### config.mk
export PLATFORM = sky130hd
export DESIGN_NAME = reorder_buffer
export DESIGN_NICKNAME = d
export VERILOG_FILES = /design/src/rename_pkg.sv /design/src/reorder_buffer.sv
export SDC_FILE = /design/constraint.sdc
export NUM_CORES = 1
export LEC_CHECK = 0
export BUFFER_PORTS_ARGS = -buffer_cell sky130_fd_sc_hd__buf_4
export CORE_UTILIZATION = 40
export DETAILED_ROUTE_END_ITERATION = 16
export PLACE_DENSITY = 0.6
export SYNTH_ARGS = -nofsm -noshare
export SYNTH_HDL_FRONTEND = slang
export SYNTH_SLANG_ARGS = --single-unit
### constraint.sdc
create_clock -name clock -period 2.5 [get_ports clock]
set_input_delay 0.5 -clock clock [delete_from_list [all_inputs] [get_ports clock]]
set_output_delay 0.5 -clock clock [all_outputs]
set_load 0.005 [all_outputs]
### src/rename_pkg.sv
// rename core shared types
`default_nettype none

package rename_pkg;

    //////////////////////////////////////////////////
    // widths
    //////////////////////////////////////////////////
    localparam int XLEN     = 32;   // data path
    localparam int NUM_AREG = 32;   // x0..x31
    localparam int NUM_PREG = 64;   // 32 committed + 32 in the free pool

    typedef logic [XLEN-1:0]             word_t;
    typedef logic [$clog2(NUM_AREG)-1:0] areg_t;
    typedef logic [$clog2(NUM_PREG)-1:0] preg_t;

    //////////////////////////////////////////////////
    // alu opcodes
    //////////////////////////////////////////////////
    typedef logic [2:0] alu_op_t;

    localparam alu_op_t OP_ADD  = 3'd0;
    localparam alu_op_t OP_SUB  = 3'd1;
    localparam alu_op_t OP_AND  = 3'd2;
    localparam alu_op_t OP_OR   = 3'd3;
    localparam alu_op_t OP_XOR  = 3'd4;
    localparam alu_op_t OP_ADDI = 3'd5;   // second operand is the immediate
    localparam alu_op_t OP_SLL  = 3'd6;   // shift by rs2[4:0]

endpackage

`default_nettype wire

### src/reorder_buffer.sv
// reorder buffer with in-order retire
`default_nettype none

module reorder_buffer import rename_pkg::*; #(
    parameter int ROB_DEPTH = 8   // power of two
) (
    input  wire logic                         clock,
    input  wire logic                         rst_n,
    // allocation at dispatch
    input  wire logic                         alloc,
    input  wire areg_t                        alloc_rd,
    input  wire preg_t                        alloc_old_preg,
    output logic                              full,
    output logic [$clog2(ROB_DEPTH)-1:0]      tail_tag,
    // completion
    input  wire logic                         wb_valid,
    input  wire logic [$clog2(ROB_DEPTH)-1:0] wb_tag,
    input  wire word_t                        wb_value,
    // retire
    output logic                              retire_valid,
    output areg_t                             retire_rd,
    output word_t                             retire_value,
    output logic                              free_en,
    output preg_t                             free_preg
);

    localparam int TAG_W = $clog2(ROB_DEPTH);

    areg_t                rd_q    [ROB_DEPTH];
    preg_t                old_q   [ROB_DEPTH];
    word_t                value_q [ROB_DEPTH];
    logic [ROB_DEPTH-1:0] done_q;

    logic [TAG_W-1:0] head_q;
    logic [TAG_W-1:0] tail_q;
    logic [TAG_W:0]   count_q;
    logic             retire_go;   // head is done

    assign full      = (count_q == (TAG_W + 1)'(ROB_DEPTH));
    assign tail_tag  = tail_q;
    assign retire_go = (count_q != '0) & done_q[head_q];

    ////////////////////////////////////////////////
    // control
    ////////////////////////////////////////////////
    always_ff @(posedge clock or negedge rst_n) begin
        if (!rst_n) begin
            head_q       <= '0;
            tail_q       <= '0;
            count_q      <= '0;
            done_q       <= '0;
            retire_valid <= 1'b0;
            free_en      <= 1'b0;
        end else begin
            if (alloc) begin
                done_q[tail_q] <= 1'b0;
                tail_q         <= tail_q + 1'b1;
            end
            if (wb_valid) done_q[wb_tag] <= 1'b1;   // never the entry at tail
            if (retire_go) head_q <= head_q + 1'b1;
            case ({alloc, retire_go})
                2'b10:   count_q <= count_q + 1'b1;
                2'b01:   count_q <= count_q - 1'b1;
                default: count_q <= count_q;
            endcase
            retire_valid <= retire_go;
            free_en      <= retire_go & (old_q[head_q] != '0);   // p0 stays out
        end
    end

    ////////////////////////////////////////////////
    // payload
    ////////////////////////////////////////////////
    always_ff @(posedge clock) begin
        if (alloc) begin
            rd_q[tail_q]  <= alloc_rd;
            old_q[tail_q] <= alloc_old_preg;
        end
        if (wb_valid) value_q[wb_tag] <= wb_value;
        if (retire_go) begin
            retire_rd    <= rd_q[head_q];
            retire_value <= value_q[head_q];
            free_preg    <= old_q[head_q];      // old mapping back to the pool
        end
    end

endmodule

`default_nettype wire
==> impl_summary.log, run 1 <==
[metrics] adder-cell share of the synthesized area: less than 1%
[metrics] Post-Synthesis Net Count: 716
[metrics] most area-consuming cells after synthesis: sky130_fd_sc_hd__edfxtp_1 (76%), sky130_fd_sc_hd__mux4_2 (12%), sky130_fd_sc_hd__mux2_2 (3.4%)
[metrics] Period Utilization, post-route: approximately 100%
[metrics] number of unique standard cell types used by synthesis: 37
[metrics] core area: ~38000 µm²
[metrics] largest family of logic cells by synthesized area: multiplexers
[metrics] actual slew at the worst max-slew pin: roughly 0.7 ns
[metrics] root buffer cell: sky130_fd_sc_hd__clkbuf_16
[metrics] reported net switching power: ~0.0058 W
[metrics] routed wl met2: about 15 mm
[metrics] Die Wd: roughly 200 µm
[metrics] share of the yosys chip area belonging to registers: 79.2%
[metrics] number of cells on the worst reg-to-reg path: 8
[metrics] number of max-capacitance violations reported: 0
[metrics] total number of vias: ~6800
[metrics] GRT Resource Usage Total: 16.0%
[metrics] part of the total power dissipated in combinational logic: approximately 28%
[metrics] Flop pwr share: a little over two fifths
[metrics] Max Clk Rate: ~400 MHz
[metrics] Final Max Tran Viols: 0
[metrics] leakage component of the power: between 6 and 7 nW
[metrics] Synthesis Warnings: 0
[metrics] cell internal power dissipation: between 0.015 and 0.02 W
[metrics] data arrival time of the critical path: slightly below 3 ns
[metrics] TritonCTS Buffers: 43
[metrics] Worst-path clk slew: ~0.060 ns
[metrics] multiplexer share of the synthesized area: 16.4%
[metrics] starting DRC count in detailed routing: ~340
[metrics] dominant synthesized flop cell: sky130_fd_sc_hd__edfxtp_1
[metrics] complex-gate fraction of the synthesized area: 1.10%
[metrics] via count of the first global-routing pass: 7343
[metrics] switching power as a share of total power: between 20% and 30%
[metrics] critical register-to-register path endpoint: count_q[3]$_DFFE_PN0P_
[metrics] status: finished, final reports clean
[metrics] Setup violations, final: 0
[metrics] antenna violations before repair: 1
[metrics] count of input and output buffers: 98
[metrics] proportion of synthesized flip-flops having asynchronous set or reset: 4.91%
[metrics] largest stage delay on the critical path: 0.52 ns
[metrics] total die area: around 39000 µm²
[metrics] final routed wire length divided by cell count: ~22 µm
[metrics] synthesized instance count: between 600 and 700
[metrics] post-synthesis simple-gate area fraction: roughly 1.4%
[metrics] xor and xnor fraction of the mapped netlist area: less than 1%
[metrics] post-detail-place hpwl: around 16 mm
[metrics] post-route worst setup slack: 0.00679 ns
[metrics] share of the synthesized area in the top cell type: 76.0%
[metrics] dominant cell by count in the synthesized netlist: sky130_fd_sc_hd__edfxtp_1
[metrics] std cell rows: 71
[metrics] number of H-tree branching levels: 2
[metrics] Final Skew: 0.0231 ns
[metrics] unrepaired setup endpoints after global routing: true
[metrics] path type of the worst min-delay path: in2reg
[metrics] synthesis-to-layout area growth: 19.7%
[metrics] GR Overflow Total: 0
[metrics] category of the most critical setup path: reg2reg
[metrics] metal3 WL: roughly 1.7 mm
[metrics] Cell Pwr Density: about 1100 nW/µm²
[metrics] start point of the critical path: head_q[0]$_DFFE_PN0P_
[metrics] Max Used Layer: met5
[metrics] Tmin final: about 2.5 ns
[metrics] clock latency on the worst-skew pair: 0.58 ns
[metrics] CP Capture Type: flop
[metrics] vertical extent of the die: 198 µm
[metrics] slowest cell on the critical path: sky130_fd_sc_hd__mux4_2
[metrics] average cell area after synthesis: approximately 23 µm²
[metrics] Place WS: around 0.012 ns
[metrics] pin count of the biggest net entering global routing: 88
[metrics] routability congestion estimate from global placement: between 0.7 and 0.8
[metrics] diode insertion count for antenna repair: 0
[metrics] number of I/O pins: 99
[metrics] effective utilization at floorplan: 40.6%
[metrics] internal reg-to-reg setup slack: around 0.0068 ns
[metrics] total wire length after detailed routing: approximately 30 mm
[metrics] first-pass detailed-route iteration total: 4
[metrics] area leader, netlist: sky130_fd_sc_hd__edfxtp_1
[metrics] startpoint of the lowest-slack register-to-register path: head_q[0]$_DFFE_PN0P_
[metrics] clock tree from TritonCTS: yes
[metrics] number of sinks driven by the clock tree: approximately 410
[metrics] Final Hold Fails: 0
[metrics] kind of start point of the critical path: flop
[metrics] count of state elements after synthesis: approximately 410
[metrics] top cell types by occurrence after synthesis: sky130_fd_sc_hd__edfxtp_1 (387), sky130_fd_sc_hd__mux4_2 (83), sky130_fd_sc_hd__mux2_2 (46)
[metrics] post-layout util: ~50%
[metrics] first-pass GRT wire length: between 40 and 50 mm
[metrics] # nets final: ~870
[metrics] biggest fanout along the worst timing path: 4
[metrics] required time of the critical path: 2.96 ns
[metrics] list of cells traversed by the critical path: mux4_2 -> mux2_4 -> and2_4 -> ha_4 -> nand3b_1 -> a21o_1 -> a2111o_1 -> o311ai_1
[metrics] wl on met1: 12.6 mm
[metrics] number of flops mapped to enable cells by yosys: slightly below 400
[metrics] Post-Synthesis Cell Area: around 15000 µm²
[metrics] Final ANT Viol Nets: 0
[metrics] via density per instance: between 5 and 6
[metrics] share of layout cells above drive strength 1: 40.3%
[metrics] endpoint of the most critical setup path: count_q[3]$_DFFE_PN0P_
[metrics] clock network power share: between 20 and 30%
[metrics] relative slew slack: a little over half
[metrics] maximum vdd ir drop: 0.734 mV
[metrics] buffer levels on the longest clock path: 3
[metrics] DRC Markers: 0
[area by class of cell]
type / instances / area (µm²)
Fill cell: 3135 / 19400
Multi-Input combinational cell: 222 / 3130
Inverter: 5 / 18.8
Clock inverter: 22 / 166
Clock buffer: 52 / 1110
Tap cell: 511 / 639
Timing Repair Buffer: 134 / 1110
Sequential cell: 407 / 12100
[power groups by stage]
stage / registers [W] / clock network, W / logic (W)
floorplan: 0.00924 / 0 / 0.00398
global placement: 0.00936 / 0 / 0.00598
detailed placement: 0.00937 / 0 / 0.00603
CTS: 0.00925 / 0.00601 / 0.00605
global route: 0.00931 / 0.00624 / 0.00646
finish: 0.00922 / 0.00583 / 0.00591
[worst min path at each step]
stage / slack, ns / cells after the start / from / endpoint
after floorplan: 0.20 / 0 / rst_n / count_q[0]$_DFFE_PN0P_
after global placement: 0.40 / 1 / rst_n / free_en$_DFF_PN0_
after detailed placement: 0.41 / 1 / rst_n / free_en$_DFF_PN0_
after CTS: 0.12 / 1 / wb_value[17] / value_q[3][17]$_DFFE_PP_
after global routing: 0.14 / 1 / wb_value[26] / value_q[0][26]$_DFFE_PP_
final: 0.15 / 1 / wb_value[17] / value_q[3][17]$_DFFE_PP_
[critical path: cells and delay by family, from the launching register on]
family	cells	cell delay [ns]
simple gates	2	0.31
fa+ha+maj	1	0.17
flops	1	0.45
mux	2	0.80
compound gates	3	0.65
[placed cells by master (no fill, tap or decap), types with 2 or more instances in the layout]
cell type,n
sky130_fd_sc_hd__edfxtp_1,387
sky130_fd_sc_hd__buf_4,125
sky130_fd_sc_hd__mux4_2,85
sky130_fd_sc_hd__mux2_2,45
sky130_fd_sc_hd__clkbuf_16,43
sky130_fd_sc_hd__dfrtp_1,17
sky130_fd_sc_hd__o21ai_0,13
sky130_fd_sc_hd__nor2_1,11
sky130_fd_sc_hd__clkbuf_1,9
sky130_fd_sc_hd__nand2b_1,8
sky130_fd_sc_hd__clkinv_1,8
sky130_fd_sc_hd__clkinv_2,8
sky130_fd_sc_hd__buf_12,8
sky130_fd_sc_hd__mux2i_1,6
sky130_fd_sc_hd__nand2_1,6
sky130_fd_sc_hd__nor2_4,6
sky130_fd_sc_hd__inv_1,5
sky130_fd_sc_hd__xor2_1,5
sky130_fd_sc_hd__nor3_1,4
sky130_fd_sc_hd__a21oi_1,3
sky130_fd_sc_hd__mux2_4,2
sky130_fd_sc_hd__nor3_4,2
sky130_fd_sc_hd__o21bai_1,2
sky130_fd_sc_hd__xnor2_1,2
sky130_fd_sc_hd__ha_1,2
sky130_fd_sc_hd__ha_4,2
sky130_fd_sc_hd__inv_16,2
sky130_fd_sc_hd__clkinv_4,2
sky130_fd_sc_hd__dfrtp_4,2
[cell families (layout without fill, tap and decap cells)]
| kind of cell | Yosys count | in the layout |
|---|---|---|
| buffers and inverters | 32 | 213 |
| muxes | 138 | 138 |
| AOI/OAI and AO/OA | 27 | 27 |
| and+or+nand+nor | 45 | 45 |
| DFF | 407 | 407 |
| adders and majority gates | 5 | 5 |
| xor gates and xnor gates | 7 | 7 |
[timing repair]
action,4_1_cts,5_1_grt
gates resized for setup,0,2
hold buffers,1,0
hold endpoints to repair,20,0
setup endpoints to repair,0,2
setup buffers,0,2
[state kept, by name, summed over array words and instances, names as in the netlist]
signal        count
head_q            3
old_q            48
retire_valid      1
done_q            8
tail_tag          3
retire_value     32
retire_rd         5
rd_q             40
free_en           1
value_q         256
free_preg         6
count_q           4
[stage by stage]
stage	power (W)	cells	area [µm²]	hold slack [ns]	setup TNS (ns)
finish	0.0210	1353	18300	0.154	0
global placement	0.0153	1276	17000	0.402	0
floorplan	0.0132	661	15400	0.204	-0.151
global route	0.0220	1353	18300	0.137	-0.108
detailed placement	0.0154	1276	17000	0.407	0
CTS	0.0213	1351	18300	0.119	0
[routing by layer]
metal	up-vias	track usage, %
met5	-	0
met4	2	4.28
met3	46	4.25
met2	151	26.8
met1	3577	20.5
li1	3057	-
(Power assumes the default switching activity.)
==> inputs of run 2 (changes only) <==
- CELL_PAD_IN_SITES_DETAIL_PLACEMENT: default -> 0
- CELL_PAD_IN_SITES_GLOBAL_PLACEMENT: default -> 1
- PLACE_DENSITY: 0.6 -> 0.65
==> impl_summary.log, run 2 (synthesis gave the netlist of run 1 again) <==
[metrics] part of the total power dissipated in combinational logic: 28.0%
[metrics] via count of the first global-routing pass: 7459
[metrics] number of sinks driven by the clock tree: 407
[metrics] post-route worst hold slack: about 0.16 ns
[metrics] number of I/O pins: 99
[metrics] most common cell after layout, fill and taps aside: sky130_fd_sc_hd__edfxtp_1
[metrics] data arrival time of the critical path: just under 3 ns
[metrics] routability congestion estimate from global placement: between 0.7 and 0.8
[metrics] required time of the critical path: 2.95 ns
[metrics] Final Skew: around 0.021 ns
[metrics] startpoint of the lowest-slack register-to-register path: head_q[0]$_DFFE_PN0P_
[metrics] starting DRC count in detailed routing: approximately 390
[metrics] kind of start point of the critical path: flop
[metrics] final routed wire length divided by cell count: 22.2 µm
[metrics] Worst-path clk slew: about 0.060 ns
[metrics] cell internal power dissipation: roughly 0.015 W
[metrics] critical register-to-register path endpoint: count_q[3]$_DFFE_PN0P_
[metrics] clock tree from TritonCTS: yes
[metrics] largest registers: value_q x256, old_q x48, rd_q x40
[metrics] Max Clk Rate: 404 MHz
[metrics] clock latency on the worst-skew pair: roughly 0.56 ns
[metrics] share of layout cells above drive strength 1: roughly two fifths
[metrics] path type of the worst min-delay path: in2reg
[metrics] Place WS: 0.0167 ns
[metrics] number of cells on the worst reg-to-reg path: 8
[metrics] Tmin final: between 2 and 2.5 ns
[metrics] vertical extent of the die: roughly 200 µm
[metrics] leakage component of the power: 6.07 nW
[metrics] largest stage delay on the critical path: 0.53 ns
[metrics] std cell rows: slightly above 70
[metrics] reported net switching power: around 0.0057 W
[metrics] Flop pwr share: 43.5%
[metrics] post-route worst setup slack: ~0.024 ns
[metrics] DRC Markers: 0
[metrics] effective utilization at floorplan: about two fifths
[metrics] post-detail-place hpwl: 16.3 mm
[metrics] root buffer cell: sky130_fd_sc_hd__clkbuf_16
[metrics] relative slew slack: between 50% and 60%
[metrics] # nets final: between 800 and 900
[metrics] switching power as a share of total power: between 20% and 30%
[metrics] Period Utilization, post-route: 99.0%
[metrics] count of input and output buffers: 98
[metrics] synthesis-to-layout area growth: 20.0%
[metrics] post-layout util: 48.7%
[metrics] first-pass GRT wire length: approximately 45 mm
[metrics] number of H-tree branching levels: 2
[metrics] unrepaired setup endpoints after global routing: true
[metrics] via density per instance: between 5 and 6
[metrics] GR Overflow Total: 0
[metrics] placed cell areas: about 17000 µm²
[metrics] maximum vdd ir drop: between 0.9 and 1 mV
[metrics] CP Capture Type: flop
[metrics] GRT Resource Usage Total: ~16%
[metrics] list of cells traversed by the critical path: mux4_2 -> mux2_4 -> and2_4 -> ha_4 -> nand3b_1 -> a21o_1 -> a2111o_1 -> o311ai_1
[metrics] total number of vias: between 6000 and 7000
[metrics] Min-Delay Path Depth: 1
[metrics] Die Wd: 198 µm
[metrics] Overall Power: 0.0211 W
[metrics] worst hold path endpoint: value_q[5][13]$_DFFE_PP_
[metrics] Final ANT Viol Nets: 0
[metrics] Final Hold Fails: 0
[metrics] buffer levels on the longest clock path: 3
[metrics] category of the most critical setup path: reg2reg
[metrics] flip-flop count of the largest register, all copies and words added: 256
[metrics] Final Max Tran Viols: 0
[metrics] most frequent cells in the layout: sky130_fd_sc_hd__edfxtp_1 (387), sky130_fd_sc_hd__buf_4 (115), sky130_fd_sc_hd__mux4_2 (85)
[metrics] Biggest register: value_q
[metrics] status: finished, final reports clean
[metrics] startpoint of the most critical hold path: wb_value[13]
[metrics] total die area: approximately 39000 µm²
[metrics] Cell Pwr Density: between 1000 and 1500 nW/µm²
[metrics] antenna violations before repair: 1
[metrics] total wire length after detailed routing: about 30 mm
[metrics] core area: 37700 µm²
[metrics] final instance area: between 15000 and 20000 µm²
[metrics] first-pass detailed-route iteration total: 4
[metrics] biggest fanout along the worst timing path: 4
[metrics] number of max-capacitance violations reported: 0
[metrics] clock network power share: 28.5%
[metrics] TritonCTS Buffers: 42
[metrics] internal reg-to-reg setup slack: 0.02 ns
[metrics] pin count of the biggest net entering global routing: 88
[metrics] slowest cell on the critical path: sky130_fd_sc_hd__mux4_2
[metrics] Setup violations, final: 0
[metrics] actual slew at the worst max-slew pin: approximately 0.69 ns
[metrics] total of fill cells in the finished design: around 3000
run 2: cell types whose count changed in the layout (fill, tap and decap cells not counted), sizes merged:
cell and delta:
buf -7, bufinv +2, clkbuf +3, clkinv -2, clkinvlp +2, diode +2, inv -3
run 2: cell type report:
class,count,area [µm²],share of cell area [%]
Sequential cell,407,12100,66.1
Multi-Input combinational cell,222,3120,17.0
Clock buffer,55,1150,6.27
Timing Repair Buffer,127,1080,5.91
Tap cell,511,639,3.48
Clock inverter,21,200,1.09
Inverter,5,18.8,0.102
Antenna cell,2,5.00,0.0273
run 2: power by group through the flow:
stage               Clock, W  Sequential (W)  Combinational (W)
floorplan                  0         0.00924            0.00398
global placement           0         0.00932            0.00591
detailed placement         0         0.00934            0.00605
CTS                  0.00620         0.00922            0.00606
global route         0.00642         0.00929            0.00644
finish               0.00603         0.00920            0.00591
run 2: layer usage:
metal	up-vias	share of wire, %	track usage (%)
li1	3047	-	-
met5	-	0	0
met2	140	53	28.4
met1	3635	40	18.7
met4	0	2.4	5.74
met3	52	5.2	3.89
run 2: through the flow:
stage / TNS, ns / cells
after floorplan: -0.151 / 661
after global placement: -0.0104 / 1269
after detailed placement: 0 / 1269
after CTS: 0 / 1346
after global routing: -0.320 / 1348
final: 0 / 1350
run 2: worst max-delay path by stage:
stage / start / end
3_5_place_dp: head_q[0]$_DFFE_PN0P_ / count_q[3]$_DFFE_PN0P_
3_3_place_gp: head_q[0]$_DFFE_PN0P_ / count_q[2]$_DFFE_PN0P_
4_1_cts: head_q[0]$_DFFE_PN0P_ / count_q[2]$_DFFE_PN0P_
2_1_floorplan: head_q[0]$_DFFE_PN0P_ / count_q[2]$_DFFE_PN0P_
5_1_grt: head_q[0]$_DFFE_PN0P_ / count_q[2]$_DFFE_PN0P_
6_report: head_q[0]$_DFFE_PN0P_ / count_q[3]$_DFFE_PN0P_
run 2: timing repair:
item,4_1_cts,5_1_grt
setup buffers,0,2
hold endpoints to repair,20,0
resized for setup,0,2
setup endpoints to repair,0,20
hold buffers,1,0
run 2: critical path, delay by kind of cell, from the launching register on:
kind / cells / cell delay (ns)
compound gates: 3 / 0.66
fa+ha+maj: 1 / 0.16
flops: 1 / 0.45
mux: 2 / 0.80
simple gates: 2 / 0.33
